`src/include/arm_config.svh`:
```
`ifndef ARM_CONFIG_SVH
`define ARM_CONFIG_SVH

// Datapath and address width
`define DATA_WIDTH 32

// Architectural registers R0..R15
`define REG_COUNT 16

// R15 reads as PC+8, writes redirect the PC
`define PC_REG 15

// Bytes per instruction
`define PC_STEP 4

`endif

```
`src/hw/armPkg.sv`:
```
package armPkg;

   // Major opcode, bits 27:26
   typedef enum logic [1:0] {
      OP_DP  = 2'b00,
      OP_MEM = 2'b01,
      OP_BR  = 2'b10
   } opT;

   typedef enum logic [1:0] {
      ALU_ADD = 2'b00,
      ALU_SUB = 2'b01,
      ALU_AND = 2'b10,
      ALU_ORR = 2'b11
   } aluOpT;

   typedef enum logic [1:0] {
      IMM8  = 2'b00,   // Data-processing, zero extended
      IMM12 = 2'b01,   // LDR/STR offset, zero extended
      IMM24 = 2'b10    // Branch word offset, sign extended
   } immSrcT;

   typedef struct packed {
      logic [3:0]  cond;
      opT          op;
      logic        imm;
      logic [3:0]  cmd;
      logic        s;
      logic [3:0]  rn;
      logic [3:0]  rd;
      logic [11:0] operand2;   // imm8 or rm in the low bits
   } dpInstrT;

   typedef struct packed {
      logic [3:0]  cond;
      opT          op;
      logic [5:0]  funct;      // L bit is funct[0]
      logic [3:0]  rn;
      logic [3:0]  rd;
      logic [11:0] imm12;
   } memInstrT;

   typedef struct packed {
      logic [3:0]  cond;
      opT          op;
      logic [1:0]  funct;
      logic [23:0] imm24;
   } brInstrT;

   // One instruction word, three views
   typedef union packed {
      dpInstrT  dp;
      memInstrT mem;
      brInstrT  br;
   } instrT;

   typedef struct packed {
      logic neg;
      logic zero;
      logic carry;
      logic overflow;
   } flagsT;

   typedef struct packed {
      logic [1:0] regSrc;      // [0] R15 on port A, [1] rd on port B
      immSrcT     immSrc;
      logic       aluSrc;
      logic       memToReg;
      logic       regW;
      logic       memW;
      logic       pcS;
      logic [1:0] flagW;       // [1] N,Z  [0] C,V
      aluOpT      aluOp;
      logic       memStrobe;
   } ctrlT;

   // Controls after the condition check
   typedef struct packed {
      logic       regWrite;
      logic       memWrite;
      logic       pcSrc;
      logic [1:0] flagWrite;
   } commitT;

endpackage

```
`src/hw/armRegFile.sv`:
```
`timescale 1ns/1ps
`include "arm_config.svh"

module armRegFile import armPkg::*; (
   input  logic                   clk,
   input  instrT                  instr,
   input  ctrlT                   ctrl,
   input  commitT                 commit,
   input  logic [`DATA_WIDTH-1:0] aluResult,
   input  logic [`DATA_WIDTH-1:0] readData,
   input  logic [`DATA_WIDTH-1:0] pcPlus8,
   output logic [`DATA_WIDTH-1:0] srcA,
   output logic [`DATA_WIDTH-1:0] writeData,
   output logic [`DATA_WIDTH-1:0] result
);

   localparam int ADDR_W = $clog2(`REG_COUNT);

   // R0..R14 only, R15 comes from the PC
   logic [`DATA_WIDTH-1:0] regs [`REG_COUNT-1];
   logic [ADDR_W-1:0]      ra1;
   logic [ADDR_W-1:0]      ra2;

   assign ra1 = ctrl.regSrc[0] ? ADDR_W'(`PC_REG) : instr.dp.rn;
   assign ra2 = ctrl.regSrc[1] ? instr.dp.rd : instr.dp.operand2[3:0];   // rd for STR

   assign srcA      = (ra1 == ADDR_W'(`PC_REG)) ? pcPlus8 : regs[ra1];
   assign writeData = (ra2 == ADDR_W'(`PC_REG)) ? pcPlus8 : regs[ra2];

   // Load data or ALU output
   assign result = ctrl.memToReg ? readData : aluResult;

   always_ff @(posedge clk) begin
      if (commit.regWrite) begin
         regs[instr.dp.rd] <= result;
      end
   end

   // R15 writes must have been turned into a PC load by the decoder
   assert property (@(posedge clk) commit.regWrite |-> instr.dp.rd != `PC_REG)
      else $error("armRegFile: register write addressed to R15");

endmodule

```
`config.mk`:
```
export PLATFORM = sky130hd
export DESIGN_NAME = armRegFile
export DESIGN_NICKNAME = d
export VERILOG_FILES = /design/src/hw/armPkg.sv /design/src/hw/armRegFile.sv
export VERILOG_INCLUDE_DIRS = /design/src /design/src/include
export SDC_FILE = /design/constraint.sdc
export NUM_CORES = 1
export LEC_CHECK = 0
export CAP_MARGIN = 20
export CORE_ASPECT_RATIO = 1.2
export CORE_MARGIN = 2
export CORE_UTILIZATION = 40
export DETAILED_ROUTE_END_ITERATION = 8
export DONT_BUFFER_PORTS = 1
export GPL_TIMING_DRIVEN = 0
export HOLD_SLACK_MARGIN = 0.08
export PLACE_DENSITY = 0.56
export SLEW_MARGIN = 40
export SYNTH_ARGS = -nofsm -noshare
export SYNTH_HDL_FRONTEND = slang
export SYNTH_SLANG_ARGS = --single-unit
```
`constraint.sdc`:
```
create_clock -name clk -period 9.5 [get_ports clk]
set_input_delay 0.475 -clock clk [delete_from_list [all_inputs] [get_ports clk]]
set_output_delay 0.475 -clock clk [all_outputs]
set_load 0.05 [all_outputs]
```
* After elaboration in Yosys (flattened, before gate mapping)
Memories as Yosys holds them, arrays and structs flattened.
Cells that the tools add are included.
** Storage, ports and cells
- Register bits after elaboration :: 0
- Bits in latches :: 0
- RAM bits :: 480
- Bits in read-only memories :: 0
- Bits of input ports :: 148
- Output and inout port bits :: 96
- Logic and storage cells :: 10
- Memories kept :: 1
** Memories
- regs :: depth 15, bits a word 32, read ports 2, clocked after Yosys merged registers in 0, write ports 1, line armRegFile.sv:20 : logic [`DATA_WIDTH-1:0] regs [`REG_COUNT-1];
** Cells by class
- Add/sub/neg operators :: 0
- $mul :: 0
- Div/mod/pow operators :: 0
- $lt $le $gt $ge :: 0
- Equality and inequality tests :: 2
- Shift operators :: 0
- Multiplexer cells :: 7
- Bitwise gates (word level) :: 0
- Reductions and logical operators :: 0
** Operators by type and width (count)
- 32-bit 2-to-1 mux :: 3
- 4-bit == test, second input constant :: 2
- 4-bit 2-to-1 mux :: 2
- 1-bit 2-to-1 mux :: 2

* Logic depth before layout (Yosys ltp)
Gate-level depths: netlist of run 1.
- Word-level depth :: 3
- Depth in mapped cells :: 8
- Gate-level depth less buffers :: 5

* Least setup slack after synthesis of run 1
Ideal clock, no wire load.
- Path type :: in2reg
- Start :: input port instr[12] in the netlist's numbering
- End :: memory regs[12][0] in the netlist's numbering (enable)
- Library setup time :: 461 ps
- Arrival time :: 3234 ps
- Required time :: 9039 ps
- Path slack :: 5805 ps
- Stages on the path :: 4
- Path buffers :: 3
- Cells stage by stage :: buf_2 > buf_2 > clkbuf_1 > nor3_1
** RTL lines
- start, declared :: line armRegFile.sv:6 : input instrT instr,
- end, declared :: line armRegFile.sv:20
Straight into the memory's write port.

* Final worst setup path of run 1
- Start :: input port instr[1] in the netlist's numbering
- End :: output port writeData[31]
** On the way
- Word-level cells in the longest chain between the ends :: 3
- Elaborated cells on any way between the ends :: 4
- Classes of those cells :: 1 x eq/ne; 2 x mux; 1 x memory
** RTL lines
- 4-bit 2-to-1 mux (*) :: line armRegFile.sv:25 : assign ra2 = ctrl.regSrc[1] ? instr.dp.rd : instr.dp.operand2[3:0];
- memory read 15 x 32 bit / 4-bit == test (equally long branches)
- 32-bit 2-to-1 mux (*) :: line armRegFile.sv:28 : assign writeData = (ra2 == ADDR_W'(`PC_REG)) ? pcPlus8 : regs[ra2];
- end, declared :: line armRegFile.sv:13 : output logic [`DATA_WIDTH-1:0] writeData,
Mark *: on every way between the ends. The rest lies on a longest branch, timed or not.

==> results.py, run 1 <==
metrics = {
    "run_status": {
        "outcome": "completed",
    },
    "floorplanning": {
        "core_area_um2": 63190,
        "num_io_pins": 244,
        "fp.dieH_um": 280.6,
        "die_x_um": 234.5,
        "die_area_um2": 65780,
        "fp-row-count": 101,
        "initial_core_util_pct": 40.35,
    },
    "timing": {
        "period_needed_ps": 3939,
        "fmax_mhz": 253.9,
        "setup_violations": 0,
        "setup_ws_ps": 5561,
        "rsz0062_at_grt": "no",
        "tns_ps": 0,
        "worstMarginPinSlew_ps": 984.5,
        "slew_viol_final": 0,
        "hold_slack_ps": 355.3,
        "relSlewSlack_pct": 34.36,
        "fin_crit_sh_pct": 41.46,
        "hold_viol_final": 0,
    },
    "grt": {
        "grt_max_degree": 17,
        "overflow": 0,
        "grtUsageTotal_pct": 32.05,
        "grt_first_pass_wirelength_um": 147700,
        "first_global_vias": 20220,
        "antenna_found_initial": 2,
    },
    "place": {
        "routabilityCongestion": 0.9829,
        "dp_slack_ps": 5735,
        "placed_cell_area_um2": 27640,
        "place_inst": 2940,
        "hpwl_um": 74530,
        "portBuffers": 0,
    },
    "cts": {
        "h-tree-depth": 2,
        "holdBufCountCts": 0,
        "cts_sinks": 480,
        "clock_path_buffers": 3,
        "cts-root-buf": "clkbuf_16",
        "cts_tree": "built",
        "clkTransAtPathRegs_ps": 60,
        "post_cts_buffers": 0,
        "post_cts_resized": 0,
        "tritoncts.num_buffers": 51,
    },
    "layout": {
        "final_area_um2": 29410,
        "multi_input_area_um2": 10410,
        "drive_gt1_share_pct": 21.19,
        "areaGrowthSynthToFinish_pct": 15.36,
        "top_regs": "regs: 480 flops",
        "fill_cells": 5631,
        "top_register": "regs",
        "final_cells": 3029,
        "largest_register_ffs": 480,
        "nets": 2317,
        "seq_area_um2": 14410,
    },
    "worst_setup_path": {
        "cp_slowest_stage_delay_ps": 800,
        "cp-start-kind": "primary input",
        "critPathTopFamily": "compound AO/OA/AOI/OAI gates",
        "crit_chain": "clkbuf_1, inv_1, o21ai_1, clkbuf_1, o221ai_1, a21boi_1, o22ai_2",
        "critPathMaxFanout": 10,
        "endpoint_kind": "output pin",
        "cp.arrival_ps": 3460,
        "crit_top_cell": "clkbuf_1",
        "crit_type": "in -> out",
        "cp.required_ps": 9030,
        "cp_num_buf_inv": 3,
        "critPathSlowestCell": "clkbuf_1",
    },
    "detailed_routing": {
        "ant_nets": 0,
        "wl_per_cell_um": 35.36,
        "routed_via_density": 6.800,
        "post-route-drc-count": 0,
        "drt_wl_total_um": 107100,
        "dr.pass1.iters": 6,
        "drt_iter0_drc": 2875,
        "vias": 20600,
    },
    "flow_run": {
        "maxCapViolations": 0,
    },
    "power_and_ir_drop": {
        "power_density_nw_per_um2": 186.5,
        "leakage_uw": 0.009940,
        "peakVddDrop_mv": 0.1317,
    },
    "synth": {
        "synth-seq-area-share_pct": 56.54,
        "synth_area_um2": 25490,
        "synth.largest_area_cell": "edfxtp_1",
        "ys_types": 54,
        "async_flop_share_pct": 0,
        "ys_warn_count": 0,
        "synth-seq-cells": 480,
        "synth_top_area_share_pct": 56.54,
        "ys.flop_type": "edfxtp_1",
        "syn_area_per_cell_um2": 12.35,
        "synth_edf_count": 480,
        "syn_nets": 2213,
        "syn_inst": 2065,
        "netlist_top_cells_area": "edfxtp_1 (57%), mux4_2 (5.4%), mux2i_1 (3.8%)",
    },
    "hold_path": {
        "hp-class": "in -> reg",
    },
}
==> power breakdown <==
group / switching [uW] / internal [uW]
combinational: 670 / 234
sequential: 22.6 / 2400
clock: 860 / 1300
==> layout by cell type, fill, tap and decap left out, types with 34 or more instances in the layout <==
cell type  instances
edfxtp_1         480
nor2_1           176
a21oi_1          109
nand2_1          105
a211oi_1          99
mux2i_1           97
nor2b_1           94
clkbuf_1          91
buf_2             74
o22ai_1           64
mux4_2            61
a21oi_2           59
inv_1             54
clkbuf_16         51
o22a_1            44
mux2_2            35
o21ai_0           35
clkbuf_2          35
o221ai_1          34
==> Yosys cell counts, drive strengths merged, types with 29 or more instances <==
| library cell | count |
|---|---|
| a211oi | 99 |
| a21oi | 168 |
| buf | 78 |
| clkbuf | 117 |
| edfxtp | 480 |
| inv | 54 |
| mux2 | 64 |
| mux2i | 98 |
| mux4 | 62 |
| nand2 | 105 |
| nor2 | 187 |
| nor2b | 94 |
| nor3 | 36 |
| nor4 | 30 |
| o2111ai | 32 |
| o211ai | 32 |
| o21ai | 38 |
| o221a | 29 |
| o221ai | 34 |
| o22a | 44 |
| o22ai | 94 |
==> metal layers <==
metal  vias up  routed length [um]  GRT usage, %
met5         -                  27             0
met4         4                6710         18.17
met3       363               11730         9.055
met2      1510               49710         50.62
met1     10360               38930         39.25
li1       8362                   -             -
==> stage by stage <==
step	util, %	power, uW
floorplan	-	3036
global placement	41.98	3300
detailed placement	43.75	3347
CTS	46.51	5476
global route	46.54	5599
finish	46.54	5484
==> worst paths after layout <==
path | end | slack, ps | from | cells past startpoint
min | regs[12][27] | 360 | instr[14] | 2
max | writeData[31] | 5560 | instr[1] | 7
==> cells by family (layout without fill, tap and decap cells) <==
family,Yosys count,count (layout),synth area share (%)
AO/OA/AOI/OAI,638,638,17.96
buffers and inverters,250,389,4.319
multiplexers,224,224,12.59
other,0,1,0
AND/OR/NAND/NOR,473,473,8.593
flip-flops,480,480,56.54
==> area by class of cell <==
| type | count | share of cell area, % |
|---|---|---|
| clock inverter | 28 | 1.485 |
| antenna | 1 | 0.008509 |
| buffer | 195 | 3.204 |
| inverter | 55 | 0.7020 |
| clock buffer | 60 | 4.454 |
| timing repair buffer | 51 | 2.221 |
| tap | 824 | 3.506 |
| sequential | 480 | 49.01 |
| multi-input combinational | 1335 | 35.41 |
Note: power is estimated with default switching activity, not from simulation.
==> inputs of run 2 (changes only) <==
PLACE_DENSITY = 0.58   (was 0.56)
clock period = 3.3 ns   (was 9.5 ns; I/O delays follow)
==> results.py, run 2 (synthesis gave the netlist of run 1 again) <==
metrics = {
    "timing": {
        "tns_ps": 0,
        "slew_viol_final": 0,
        "relSlewSlack_pct": 36.40,
        "rsz0062_at_grt": "no",
        "hold_slack_ps": 110.5,
        "setup_ws_ps": 36.79,
        "worstMarginPinSlew_ps": 954.0,
        "hold_viol_final": 0,
        "setup_violations": 0,
        "fin_crit_sh_pct": 98.89,
        "period_needed_ps": 3263,
        "fmax_mhz": 306.4,
    },
    "detailed_routing": {
        "wl_met2_um": 50930,
        "vias": 20550,
        "drt_wl_total_um": 107900,
        "drt-met1-wl_um": 39260,
        "routed_via_density": 6.783,
        "drt_iter0_drc": 2997,
        "dr_wl_met3_um": 12280,
        "ant_nets": 0,
        "wl_per_cell_um": 35.60,
        "highest_layer": "met5",
        "post-route-drc-count": 0,
        "dr.pass1.iters": 6,
    },
    "hold_path": {
        "min_to": "regs[1][29]",
        "min-delay-start": "instr[14]",
        "hp-class": "in -> reg",
        "whs_path_depth": 2,
    },
    "floorplanning": {
        "fp.dieH_um": 280.6,
        "core_area_um2": 63190,
        "initial_core_util_pct": 40.35,
        "fp-row-count": 101,
        "die_area_um2": 65780,
        "die_x_um": 234.5,
        "num_io_pins": 244,
    },
    "grt": {
        "grt_max_degree": 17,
        "first_global_vias": 20390,
        "antenna_found_initial": 1,
        "grtUsageTotal_pct": 32.28,
        "overflow": 0,
        "grt_first_pass_wirelength_um": 149000,
    },
    "worst_setup_path": {
        "crit_top_cell": "clkbuf_1",
        "cp.arrival_ps": 3100,
        "critPathMaxFanout": 10,
        "cp.required_ps": 3130,
        "endpoint_kind": "output pin",
        "cp-start-kind": "primary input",
        "crit_type": "in -> out",
        "crit_chain": "clkbuf_1, inv_1, o21ai_1, clkbuf_1, o221a_1, a21oi_2, o22ai_2",
        "crit_start": "instr[1]",
        "critPathSlowestCell": "clkbuf_1",
        "cp_num_buf_inv": 3,
        "critPathTopFamily": "compound AO/OA/AOI/OAI gates",
        "cp_slowest_stage_delay_ps": 750,
    },
    "power_and_ir_drop": {
        "p_sw_uw": 4464,
        "p_sw_share_pct": 29.49,
        "power.internal_uw": 10670,
        "peakVddDrop_mv": 0.3707,
        "power_uw": 15130,
        "power_density_nw_per_um2": 517.3,
        "power_frac_clock_pct": 36.7,
        "leakage_uw": 0.009856,
        "comb_power_share_pct": 17.3,
        "pwr-share-seq_pct": 46.0,
    },
    "layout": {
        "fill_cells": 5744,
        "areaGrowthSynthToFinish_pct": 14.75,
        "diodes": 0,
        "final_common_cell": "edfxtp_1",
        "drive_gt1_share_pct": 20.99,
        "final_cell_mix": "edfxtp_1 (480), nor2_1 (176), a21oi_1 (109)",
        "final_util_pct": 46.30,
        "largest_register_ffs": 480,
        "top_register": "regs",
        "nets": 2319,
        "top_regs": "regs: 480 flops",
    },
    "cts": {
        "clock_path_buffers": 3,
        "tritoncts.num_buffers": 49,
        "post_cts_buffers": 0,
        "clkTransAtPathRegs_ps": 70,
        "post_cts_resized": 0,
        "h-tree-depth": 2,
        "cts-root-buf": "clkbuf_16",
        "cts_sinks": 480,
        "cts_tree": "built",
    },
    "run_status": {
        "outcome": "completed",
    },
    "place": {
        "portBuffers": 0,
        "routabilityCongestion": 1.010,
        "dp_slack_ps": 31.45,
        "hpwl_um": 75370,
    },
    "flow_run": {
        "maxCapViolations": 0,
    },
}
==> run 2: how the worst max path moves through the flow <==
stage	slack (ps)	to	depth (start not counted)
after global routing	50	writeData[7]	7
after global placement	-3660	regs[8][13]	4
after CTS	30	writeData[31]	7
after floorplan	-90	regs[12][0]	4
after detailed placement	30	writeData[31]	7
final	40	writeData[7]	7
==> run 2: power groups by stage <==
stage                     logic [uW]  clock network, uW  registers (uW)
after floorplan                 1670                  0            7070
after global placement          2390                  0            7090
after detailed placement        2550                  0            7090
after CTS                       2560               5580            6960
after global routing            2680               5790            6970
final                           2610               5560            6960
==> run 2: cell type report <==
class                   count  area (um^2)  area share (%)
well taps                 824         1031           3.524
inverters                  55        206.4          0.7057
clock buffers              55         1249           4.268
plain buffers             195        940.9           3.216
flip-flops and latches    480        14410           49.27
clock inverters            31        279.0          0.9538
repair buffers             55        716.9           2.451
multi-input cells        1335        10420           35.61
==> run 2: what timing repair did <==
action	CTS	global route
hold buffers	2	0
setup endpoints to repair	0	0
endpoints found under the hold margin	1	0
==> run 2: layer usage <==
layer / GRT usage, % / vias to the layer above
li1: - / 8368
met1: 39.88 / 10430
met2: 52.25 / 1449
met3: 8.984 / 309
met4: 15.03 / 2
met5: 0 / -
==> run 2: per-stage QoR <==
stage / cells / instance area (um^2)
2_1_floorplan: 2065 / 25490
3_3_place_gp: 2889 / 26530
3_5_place_dp: 2941 / 27680
4_1_cts: 3029 / 29230
5_1_grt: 3030 / 29250
6_report: 3030 / 29250
==> inputs of run 3 (changes only) <==
--- a/config.mk
+++ b/config.mk
@@ -16,4 +16,5 @@
 export HOLD_SLACK_MARGIN = 0.08
 export PLACE_DENSITY = 0.58
+export RECOVER_POWER = 100
 export SLEW_MARGIN = 40
 export SYNTH_ARGS = -nofsm -noshare
==> constraint.sdc (replaced) <==
create_clock -name clk -period 2.67 [get_ports clk]
set_input_delay 0.4005 -clock clk [delete_from_list [all_inputs] [get_ports clk]]
set_output_delay 0.4005 -clock clk [all_outputs]
set_load 0.05 [all_outputs]
==> results.py, run 3 (synthesis gave the netlist of run 1 again) <==
metrics = {
    "grt": {
        "gr-usage-met2_pct": 51.57,
        "first_global_vias": 20370,
        "grt_first_pass_wirelength_um": 148600,
        "grt_max_degree": 17,
        "grtUsageTotal_pct": 32.05,
        "antenna_found_initial": 2,
        "grt_util_met1_pct": 39.75,
        "overflow": 0,
        "busiest_layer": "met2",
        "grt.met3_usage_pct": 7.998,
    },
    "cts": {
        "tritoncts.num_buffers": 50,
        "cts-root-buf": "clkbuf_16",
        "clkTransAtPathRegs_ps": 50,
        "cts_sinks": 480,
        "cts_tree": "built",
        "clock_path_buffers": 3,
        "holdBufCountCts": 0,
        "h-tree-depth": 2,
    },
    "floorplanning": {
        "num_io_pins": 244,
        "fp.dieH_um": 280.6,
        "die_x_um": 234.5,
        "fp-row-count": 101,
        "die_area_um2": 65780,
        "initial_core_util_pct": 40.35,
        "core_area_um2": 63190,
    },
    "detailed_routing": {
        "drt_wl_total_um": 106800,
        "post-route-drc-count": 0,
        "vias": 20590,
        "ant_nets": 0,
        "drt_iter0_drc": 2802,
        "wl_per_cell_um": 35.13,
        "routed_via_density": 6.775,
        "dr.pass1.iters": 6,
    },
    "layout": {
        "multi_input_area_um2": 11130,
        "top_register": "regs",
        "drive_gt1_share_pct": 24.39,
        "top_regs": "regs: 480 flops",
        "areaGrowthSynthToFinish_pct": 18.09,
        "largest_register_ffs": 480,
        "final_area_um2": 30110,
        "final_common_cell": "edfxtp_1",
        "seq_area_um2": 14410,
        "fill_cells": 5683,
        "final_cell_mix": "edfxtp_1 (480), nor2_1 (180), a21oi_1 (107)",
        "nets": 2325,
    },
    "timing": {
        "hold_viol_final": 0,
        "relSlewSlack_pct": 7.718,
        "fmax_mhz": 369.8,
        "hold_slack_ps": 294.7,
        "slew_viol_final": 0,
        "setup_violations": 25,
        "fin_crit_sh_pct": 101.3,
        "rsz0062_at_grt": "yes",
        "worstMarginPinSlew_ps": 1379,
        "period_needed_ps": 2704,
        "setup_ws_ps": -34.02,
    },
    "power_and_ir_drop": {
        "power.internal_uw": 13250,
        "comb_power_share_pct": 18.6,
        "leakage_uw": 0.01015,
        "pwr-share-seq_pct": 45.7,
        "power_density_nw_per_um2": 626.0,
        "p_sw_uw": 5592,
        "power_frac_clock_pct": 35.7,
        "p_sw_share_pct": 29.67,
        "peakVddDrop_mv": 0.5245,
    },
    "place": {
        "placed_cell_area_um2": 27570,
        "portBuffers": 0,
        "hpwl_um": 74110,
        "routabilityCongestion": 0.9734,
    },
    "flow_run": {
        "maxCapViolations": 0,
    },
    "run_status": {
        "violations": "negative setup slack",
        "outcome": "finished, violations left",
    },
    "worst_setup_path": {
        "cp-start-kind": "primary input",
        "crit_type": "in -> out",
        "endpoint": "srcA[22]",
        "cp.arrival_ps": 2300,
        "worstSetupPathDepth": 7,
        "cp.required_ps": 2270,
        "crit_chain": "buf_4, buf_6, nand3_2, clkbuf_4, o22ai_1, nor3_1, a21oi_4",
        "endpoint_kind": "output pin",
        "critPathSlowestCell": "a21oi_4",
        "cp_num_buf_inv": 3,
        "critPathMaxFanout": 10,
        "critPathTopFamily": "buffers and inverters",
        "cp_slowest_stage_delay_ps": 440,
        "crit_start": "instr[17]",
    },
    "hold_path": {
        "hp-class": "in -> reg",
    },
}
-- run 3: cell types whose count changed in the layout (fill, tap and decap cells not counted), moves of 25 or more --
cell and delta:
buf_2 -45, o21ai_0 -32, o22ai_4 +30, buf_4 +37, o21ai_1 +25, clkbuf_1 -45, o22ai_2 -30, a21oi_4 +33
clkbuf_2 +25, a21oi_2 -31, clkbuf_4 +36
-- run 3: repair_timing --
action                                  4_1_cts  5_1_grt
buffers inserted                              2       10
resized for setup                           299       88
endpoints found under the setup margin       64       63
cloned                                        0        0
pin swaps                                    36       35
-- run 3: worst min-delay path by stage --
stage / start / endpoint / slack (ps) / cells after the start
CTS: instr[15] / regs[2][28] / 320 / 2
floorplan: instr[14] / regs[14][0] / 970 / 2
global placement: pcPlus8[5] / srcA[5] / 1040 / 2
detailed placement: instr[15] / regs[2][30] / 940 / 2
global route: instr[14] / regs[13][29] / 290 / 2
finish: instr[14] / regs[13][0] / 290 / 2
-- run 3: power by group through the flow --
stage / Clock (uW) / Sequential (uW) / Combinational, uW
floorplan: 0 / 8740 / 2150
global placement: 0 / 8760 / 3050
detailed placement: 0 / 8760 / 3150
CTS: 6750 / 8600 / 3440
global route: 7000 / 8620 / 3610
finish: 6720 / 8610 / 3510
-- run 3: per-stage QoR --
stage / worst slack [ps] / util, % / cells / setup TNS [ps] / total power, uW
floorplan: -950.6 / - / 2065 / -121680 / 10880
global placement: -4483 / 42.44 / 2889 / -1065540 / 11800
detailed placement: -919.0 / 43.63 / 2939 / -107660 / 11910
CTS: -29.11 / 47.76 / 3028 / -38.29 / 18800
global route: -66.15 / 47.65 / 3038 / -1492 / 19230
finish: -34.02 / 47.65 / 3039 / -322.0 / 18850
-- run 3: cell type report --
cell class              instances  share of cell area, %
flip-flops and latches        480                  47.87
multi-input cells            1335                  36.96
plain buffers                 193                  4.542
clock buffers                  61                  4.293
well taps                     824                  3.424
repair buffers                 62                  1.479
clock inverters                28                 0.7189
inverters                      55                 0.6982
diodes                          1               0.008312
-- run 3: per-layer routing --
| metal | routed length (um) | part of all wire (%) |
|---|---|---|
| met5 | 13 | 0.012 |
| met4 | 6230 | 5.8 |
| met3 | 11710 | 11 |
| met2 | 50250 | 47 |
| met1 | 38550 | 36 |
